## config.mk

```make
export PLATFORM = sky130hd
export DESIGN_NAME = conv2x2_top
export DESIGN_NICKNAME = d
export VERILOG_FILES = /design/src/design/conv_pkg.sv /design/src/design/conv2x2_top.sv /design/src/design/conv_mac.sv /design/src/design/kernel_regs.sv /design/src/design/window_control.sv /design/src/design/line_buffer.sv
export SDC_FILE = /design/constraint.sdc
export NUM_CORES = 2
export LEC_CHECK = 0
export BUFFER_PORTS_ARGS = -buffer_cell sky130_fd_sc_hd__buf_2
export CORE_UTILIZATION = 50
export DETAILED_ROUTE_END_ITERATION = 8
export PLACE_DENSITY_LB_ADDON = 0.2
export SLEW_MARGIN = 30
export SYNTH_ARGS = -nofsm -noshare
export SYNTH_HDL_FRONTEND = slang
export SYNTH_SLANG_ARGS = --single-unit
```

## constraint.sdc

```tcl
create_clock -name clk -period 12.9 [get_ports clk]
set_input_delay 1.29 -clock clk [delete_from_list [all_inputs] [get_ports clk]]
set_output_delay 1.29 -clock clk [all_outputs]
set_load 0.02 [all_outputs]
```

## src/design/conv_pkg.sv

```systemverilog
package conv_pkg;

	// Image and window geometry
	localparam int IMG_SIZE = 28;
	localparam int KERNEL_SIZE = 2;
	localparam int PAIRS_PER_ROW = IMG_SIZE / 2; // Two pixels per input beat
	localparam int LINE_DEPTH = (KERNEL_SIZE - 1) * IMG_SIZE + KERNEL_SIZE;

	// Output grid, one result per pair in rows 1 and up
	localparam int OUT_ROWS = IMG_SIZE - KERNEL_SIZE + 1;
	localparam int OUT_COLS = PAIRS_PER_ROW;

	// Arithmetic
	localparam int FRAC_BITS = 8; // Fixed point scaling of the weights

	// Coefficient map: 0..3 weights TL, TR, BL, BR
	localparam int COEF_ADDR_BIAS = 4;

	typedef logic [7:0] pixel_t;
	typedef logic signed [15:0] coef_t;
	typedef logic signed [27:0] acc_t; // Four products plus bias
	typedef logic [2:0] coef_addr_t;
	typedef logic [4:0] row_cnt_t;
	typedef logic [3:0] pair_cnt_t;

endpackage
```

## src/design/conv2x2_top.sv

```systemverilog
module conv2x2_top (
	input logic clk,
	input logic reset,
	input logic pixel_valid,
	input conv_pkg::pixel_t pixel_even,
	input conv_pkg::pixel_t pixel_odd,
	input logic coef_write,
	input conv_pkg::coef_addr_t coef_addr,
	input conv_pkg::coef_t coef_data,
	output logic result_valid,
	output logic result_last,
	output conv_pkg::pixel_t result_data
);

	// 2x2 window taps
	conv_pkg::pixel_t tap_top_left;
	conv_pkg::pixel_t tap_top_right;
	conv_pkg::pixel_t tap_bottom_left;
	conv_pkg::pixel_t tap_bottom_right;

	logic window_valid;
	logic window_last;

	// Coefficients
	conv_pkg::coef_t weight_top_left;
	conv_pkg::coef_t weight_top_right;
	conv_pkg::coef_t weight_bottom_left;
	conv_pkg::coef_t weight_bottom_right;
	conv_pkg::coef_t bias;

	line_buffer i_line_buffer (
		.clk(clk),
		.reset(reset),
		.shift_enable(pixel_valid),
		.pixel_even(pixel_even),
		.pixel_odd(pixel_odd),
		.tap_top_left(tap_top_left),
		.tap_top_right(tap_top_right),
		.tap_bottom_left(tap_bottom_left),
		.tap_bottom_right(tap_bottom_right)
	);

	window_control i_window_control (
		.clk(clk),
		.reset(reset),
		.pixel_valid(pixel_valid),
		.window_valid(window_valid),
		.window_last(window_last)
	);

	kernel_regs i_kernel_regs (
		.clk(clk),
		.reset(reset),
		.coef_write(coef_write),
		.coef_addr(coef_addr),
		.coef_data(coef_data),
		.weight_top_left(weight_top_left),
		.weight_top_right(weight_top_right),
		.weight_bottom_left(weight_bottom_left),
		.weight_bottom_right(weight_bottom_right),
		.bias(bias)
	);

	conv_mac i_conv_mac (
		.clk(clk),
		.reset(reset),
		.window_valid(window_valid),
		.window_last(window_last),
		.tap_top_left(tap_top_left),
		.tap_top_right(tap_top_right),
		.tap_bottom_left(tap_bottom_left),
		.tap_bottom_right(tap_bottom_right),
		.weight_top_left(weight_top_left),
		.weight_top_right(weight_top_right),
		.weight_bottom_left(weight_bottom_left),
		.weight_bottom_right(weight_bottom_right),
		.bias(bias),
		.result_valid(result_valid),
		.result_last(result_last),
		.result_data(result_data)
	);

endmodule

```

## src/design/conv_mac.sv

```systemverilog
module conv_mac (
	input logic clk,
	input logic reset,
	input logic window_valid,
	input logic window_last,
	input conv_pkg::pixel_t tap_top_left,
	input conv_pkg::pixel_t tap_top_right,
	input conv_pkg::pixel_t tap_bottom_left,
	input conv_pkg::pixel_t tap_bottom_right,
	input conv_pkg::coef_t weight_top_left,
	input conv_pkg::coef_t weight_top_right,
	input conv_pkg::coef_t weight_bottom_left,
	input conv_pkg::coef_t weight_bottom_right,
	input conv_pkg::coef_t bias,
	output logic result_valid,
	output logic result_last,
	output conv_pkg::pixel_t result_data
);

	// Pixel is unsigned, so widen with a zero sign bit first
	function automatic conv_pkg::acc_t pixel_times_weight(
		input conv_pkg::pixel_t pixel,
		input conv_pkg::coef_t weight
	);
		logic signed [8:0] pixel_signed;
		pixel_signed = $signed({1'b0, pixel});
		return conv_pkg::acc_t'(pixel_signed * weight);
	endfunction

	// Stage 1 registers
	conv_pkg::acc_t prod_top_left;
	conv_pkg::acc_t prod_top_right;
	conv_pkg::acc_t prod_bottom_left;
	conv_pkg::acc_t prod_bottom_right;
	conv_pkg::coef_t bias_s1;
	logic valid_s1;
	logic last_s1;

	// Stage 2 combinational path
	conv_pkg::acc_t sum;
	conv_pkg::acc_t scaled;
	conv_pkg::pixel_t clamped;

	always_ff @(posedge clk or posedge reset)
	begin
		if (reset)
		begin
			prod_top_left <= '0;
			prod_top_right <= '0;
			prod_bottom_left <= '0;
			prod_bottom_right <= '0;
			bias_s1 <= '0;
			valid_s1 <= 1'b0;
			last_s1 <= 1'b0;
		end
		else
		begin
			prod_top_left <= pixel_times_weight(tap_top_left, weight_top_left);
			prod_top_right <= pixel_times_weight(tap_top_right, weight_top_right);
			prod_bottom_left <= pixel_times_weight(tap_bottom_left, weight_bottom_left);
			prod_bottom_right <= pixel_times_weight(tap_bottom_right, weight_bottom_right);
			bias_s1 <= bias;
			valid_s1 <= window_valid;
			last_s1 <= window_valid && window_last;
		end
	end

	always_comb
	begin
		sum = prod_top_left + prod_top_right + prod_bottom_left + prod_bottom_right
			+ conv_pkg::acc_t'(bias_s1); // Bias sign extended
		scaled = sum >>> conv_pkg::FRAC_BITS;
		if (scaled < 0)
		begin
			clamped = '0; // ReLU
		end
		else if (scaled > conv_pkg::acc_t'(255))
		begin
			clamped = 8'd255; // Saturate
		end
		else
		begin
			clamped = scaled[7:0];
		end
	end

	always_ff @(posedge clk or posedge reset)
	begin
		if (reset)
		begin
			result_data <= '0;
			result_valid <= 1'b0;
			result_last <= 1'b0;
		end
		else
		begin
			result_data <= clamped;
			result_valid <= valid_s1;
			result_last <= last_s1;
		end
	end

endmodule

```

## src/design/kernel_regs.sv

```systemverilog
module kernel_regs (
	input logic clk,
	input logic reset,
	input logic coef_write,
	input conv_pkg::coef_addr_t coef_addr,
	input conv_pkg::coef_t coef_data,
	output conv_pkg::coef_t weight_top_left,
	output conv_pkg::coef_t weight_top_right,
	output conv_pkg::coef_t weight_bottom_left,
	output conv_pkg::coef_t weight_bottom_right,
	output conv_pkg::coef_t bias
);

	always_ff @(posedge clk or posedge reset)
	begin
		if (reset)
		begin
			weight_top_left <= '0;
			weight_top_right <= '0;
			weight_bottom_left <= '0;
			weight_bottom_right <= '0;
			bias <= '0;
		end
		else if (coef_write)
		begin
			case (coef_addr)
				conv_pkg::coef_addr_t'(0): weight_top_left <= coef_data;
				conv_pkg::coef_addr_t'(1): weight_top_right <= coef_data;
				conv_pkg::coef_addr_t'(2): weight_bottom_left <= coef_data;
				conv_pkg::coef_addr_t'(3): weight_bottom_right <= coef_data;
				conv_pkg::coef_addr_t'(conv_pkg::COEF_ADDR_BIAS): bias <= coef_data;
				default: ; // Addresses 5 to 7 unused
			endcase
		end
	end

endmodule

```

## src/design/window_control.sv

```systemverilog
module window_control (
	input logic clk,
	input logic reset,
	input logic pixel_valid,
	output logic window_valid,
	output logic window_last
);

	conv_pkg::pair_cnt_t pair_cnt;
	conv_pkg::row_cnt_t row_cnt;
	logic row_end;
	logic frame_end;
	logic in_output_rows;

	// Position of the pair being accepted this cycle
	assign row_end = (pair_cnt == conv_pkg::pair_cnt_t'(conv_pkg::OUT_COLS - 1));
	assign frame_end = row_end && (row_cnt == conv_pkg::row_cnt_t'(conv_pkg::OUT_ROWS));
	assign in_output_rows = (row_cnt != '0); // Row 0 has no row above

	// Pair and row counters
	always_ff @(posedge clk or posedge reset)
	begin
		if (reset)
		begin
			pair_cnt <= '0;
			row_cnt <= '0;
		end
		else if (pixel_valid)
		begin
			if (row_end)
			begin
				pair_cnt <= '0;
				if (frame_end)
				begin
					row_cnt <= '0; // Next frame may follow at once
				end
				else
				begin
					row_cnt <= row_cnt + 1'b1;
				end
			end
			else
			begin
				pair_cnt <= pair_cnt + 1'b1;
			end
		end
	end

	// Flags line up with the line buffer taps
	always_ff @(posedge clk or posedge reset)
	begin
		if (reset)
		begin
			window_valid <= 1'b0;
			window_last <= 1'b0;
		end
		else
		begin
			window_valid <= pixel_valid && in_output_rows;
			window_last <= pixel_valid && frame_end;
		end
	end

endmodule

```

## src/design/line_buffer.sv

```systemverilog
module line_buffer (
	input logic clk,
	input logic reset,
	input logic shift_enable,
	input conv_pkg::pixel_t pixel_even,
	input conv_pkg::pixel_t pixel_odd,
	output conv_pkg::pixel_t tap_top_left,
	output conv_pkg::pixel_t tap_top_right,
	output conv_pkg::pixel_t tap_bottom_left,
	output conv_pkg::pixel_t tap_bottom_right
);

	// Entry 0 holds the newest even pixel, entry 1 the newest odd pixel.
	// A pair accepted k enables ago sits at entries 2k and 2k+1.
	conv_pkg::pixel_t entries [conv_pkg::LINE_DEPTH];

	always_ff @(posedge clk or posedge reset)
	begin
		if (reset)
		begin
			for (int i = 0; i < conv_pkg::LINE_DEPTH; i++)
			begin
				entries[i] <= '0;
			end
		end
		else if (shift_enable)
		begin
			entries[0] <= pixel_even;
			entries[1] <= pixel_odd;
			for (int i = 2; i < conv_pkg::LINE_DEPTH; i++)
			begin
				entries[i] <= entries[i - 2]; // Two places per enable
			end
		end
	end

	// Newest pair
	assign tap_bottom_left = entries[0];
	assign tap_bottom_right = entries[1];

	// Same columns, PAIRS_PER_ROW enables older
	assign tap_top_left = entries[conv_pkg::LINE_DEPTH - 2];
	assign tap_top_right = entries[conv_pkg::LINE_DEPTH - 1];

endmodule

```

==> results.sh <==
export IMPL_synth_most_common_cell="inv_1"
export IMPL_required_ns=13.44
export IMPL_ys_seq_area_share_pct=30.9
export IMPL_startpoint_type="flip-flop"
export IMPL_fillerInstances=6409
export IMPL_cts_resized=0
export IMPL_ys_types=74
export IMPL_multi_input_area_um2=22600
export IMPL_dp_cells=4366
export IMPL_cts_setup_buffers=0
export IMPL_drv_slew=0
export IMPL_root_buffer="clkbuf_16"
export IMPL_die_area_um2=75500
export IMPL_io_buffers=48
export IMPL_clk_latency_ns=0.63
export IMPL_cts_clk_slew_worst_paths_ns=0.07
export IMPL_ys_async_sr_fraction_pct=100
export IMPL_fin_setup_tns_ns=0
export IMPL_ys_ff_latch=459
export IMPL_seq_area_um2=11500
export IMPL_rows=99
export IMPL_worst_slew_pin_slew_ns=0.839
export IMPL_numCtsBuffers=51
export IMPL_die_h_um=275
export IMPL_min_path_cells=0
export IMPL_synth_edff_count=0
export IMPL_min_period_ns=5.52
export IMPL_grt_pass1_vias=24000
export IMPL_synth_common_cells="inv_1, fa_1, dfrtp_1"
export IMPL_ant_nets=0
export IMPL_netlist_area_um2=37200
export IMPL_ios=49
export IMPL_regToRegSetupSlack_ns=7.38
export IMPL_drt_wl_total_mm=75.4
export IMPL_dpl_worst_slack_ns=7.39
export IMPL_wire_per_inst_um=16.9
export IMPL_cts_tree="built"
export IMPL_finalCritPeriodShare_pct=42.8
export IMPL_syn_nets=4173
export IMPL_core_area_um2=73300
export IMPL_fin_nets=4212
export IMPL_yosysTopAreaCellShare_pct=30.9
export IMPL_antenna_cells=0
export IMPL_grt_first_pass_wirelength_mm=127
export IMPL_clockBufferDepth=3
export IMPL_status="finished with violations"
export IMPL_area_delta_synth_final_pct=8.37
export IMPL_dp_hpwl_mm=59.4
export IMPL_grt_start_max_net_pins=158
export IMPL_rsz0062_at_grt="no"
export IMPL_vias=22500
export IMPL_yosysWarningCount=0
export IMPL_overflow=0
export IMPL_hold_violations=0
export IMPL_maxCapViolations=0
export IMPL_postCtsHoldBufs=0
export IMPL_violations="DRC"
export IMPL_ys_dominant_reg_cell="dfrtp_1"
export IMPL_relSlewSlack_pct=42.6
export IMPL_max_freq_mhz=181
export IMPL_arrival_ns=6.06
export IMPL_yosysTopAreaCell="dfrtp_1"
export IMPL_drt_first_pass_iters=7
export IMPL_syn_avg_cell_area_um2=10.9
export IMPL_hold_path_class="flip-flop to flip-flop"
export IMPL_antenna_found_initial=5
export IMPL_via_per_inst=5.04
export IMPL_crit_fanout=17
export IMPL_clock_sinks=459
export IMPL_cts_htree_levels=2
export IMPL_gp_congestion=0.864
export IMPL_drive_above_1_share_pct=14.2
export IMPL_final_util_pct=55.0
export IMPL_synth_area_leaders="dfrtp_1, fa_1, mux2_2"
export IMPL_drt_iter0_markers=1176
export IMPL_fp_dieW_um=275
export IMPL_setup_ws_ns=7.38
export IMPL_fin_cells=4459
export IMPL_r2r_cells=16
export IMPL_grt_usage_pct=21.4
export IMPL_setup_viol=0
export IMPL_crit_type="flip-flop to flip-flop"
export IMPL_clock_skew_ns=0.0312
export IMPL_netlist_instances=3422
export IMPL_start_util_pct=50.7
export IMPL_critPathCaptureType="flip-flop"
export IMPL_drc=6
==> metrics by stage <==
stage	cell area, um^2	hold WS (ns)
after global placement	38500	0.333
after floorplan	37200	0.331
final	40300	0.345
after global routing	40300	0.365
after CTS	40300	0.349
after detailed placement	38500	0.336
==> logic make-up (layout without fill, tap and decap cells) <==
| logic type | count (synthesis) | count (layout) | share of synthesized area, % |
|---|---|---|---|
| AND/OR/NAND/NOR | 759 | 759 | 10.6 |
| multiplexers | 326 | 326 | 9.86 |
| flip-flops | 459 | 459 | 30.9 |
| buffers and inverters | 845 | 923 | 8.53 |
| XOR/XNOR | 90 | 90 | 2.12 |
| AO/OA/AOI/OAI | 231 | 231 | 4.26 |
| adder cells (fa/ha/maj) | 712 | 712 | 33.7 |
==> critical path, stage by stage (launching register included) <==
cell and delay [ns]:
dfrtp_1 0.71, nand2_1 0.16, fa_1 0.59, fa_1 0.45
fa_1 0.51, fa_1 0.49, inv_1 0.04, ha_1 0.31
and2_1 0.17, a311oi_1 0.40, a221oi_1 0.23, nor2_1 0.15
o22ai_1 0.14, o41ai_1 0.53, o2111ai_1 0.21, a21oi_1 0.20
xnor2_1 0.13
==> final cells by class <==
cell class / count / area share (%)
clock buffer: 72 / 3.68
clock inverter: 20 / 0.646
inverter: 769 / 7.17
multi-input combinational: 2118 / 56.0
sequential: 459 / 28.5
tap: 959 / 2.98
timing repair buffer: 62 / 1.00
==> routing by layer <==
metal  wire length, um  global-route usage (%)  share of wire (%)  vias to the layer above
met4              1510                    4.84                2.0                        8
met2             33900                    33.8                 45                      323
met5                49                       0              0.065                        -
met1             35900                    30.4                 48                    11400
met3              3950                    4.32                5.2                       97
li1                  -                       -                  -                    10600
==> worst paths after layout <==
check / end / from
worst min register to register: i_conv_mac.result_valid / i_conv_mac.valid_s1
worst max register to register: i_conv_mac.prod_top_right[23] / i_line_buffer.tap_top_right[0]
max in group asynchronous: i_conv_mac.prod_top_left[5] / reset
min in group asynchronous: i_line_buffer.entries[149] / reset
worst max-delay path: i_conv_mac.prod_top_right[23] / i_line_buffer.tap_top_right[0]
worst min-delay path: i_conv_mac.result_valid / i_conv_mac.valid_s1
==> layout by cell type, fill, tap and decap left out, types with 34 or more instances in the layout <==
cell	n
a21oi_1	67
nand2_1	245
ha_1	228
buf_2	47
dfrtp_1	459
inv_1	768
xnor2_1	72
clkbuf_16	51
nor2_1	57
fa_1	484
and2_1	324
nor3_1	34
mux2_2	321
o21ai_0	42
==> flip-flops by register name (all words and copies together) (netlist names), 5 cells and up <==
register	flops
i_conv_mac.prod_bottom_left	25
i_kernel_regs.weight_bottom_right	16
i_kernel_regs.bias	16
i_kernel_regs.weight_top_right	16
i_conv_mac.bias_s1	16
i_window_control.row_cnt	5
i_line_buffer.tap_bottom_right	8
i_conv_mac.prod_bottom_right	25
i_conv_mac.prod_top_right	25
i_line_buffer.entries	208
i_conv_mac.prod_top_left	25
i_kernel_regs.weight_bottom_left	16
i_line_buffer.tap_bottom_left	8
i_line_buffer.tap_top_right	8
i_kernel_regs.weight_top_left	16
i_line_buffer.tap_top_left	8
i_conv_mac.result_data	8
Power is not shown: default switching activity piles up to over one toggle a cycle in this logic, so the estimate is an artifact.
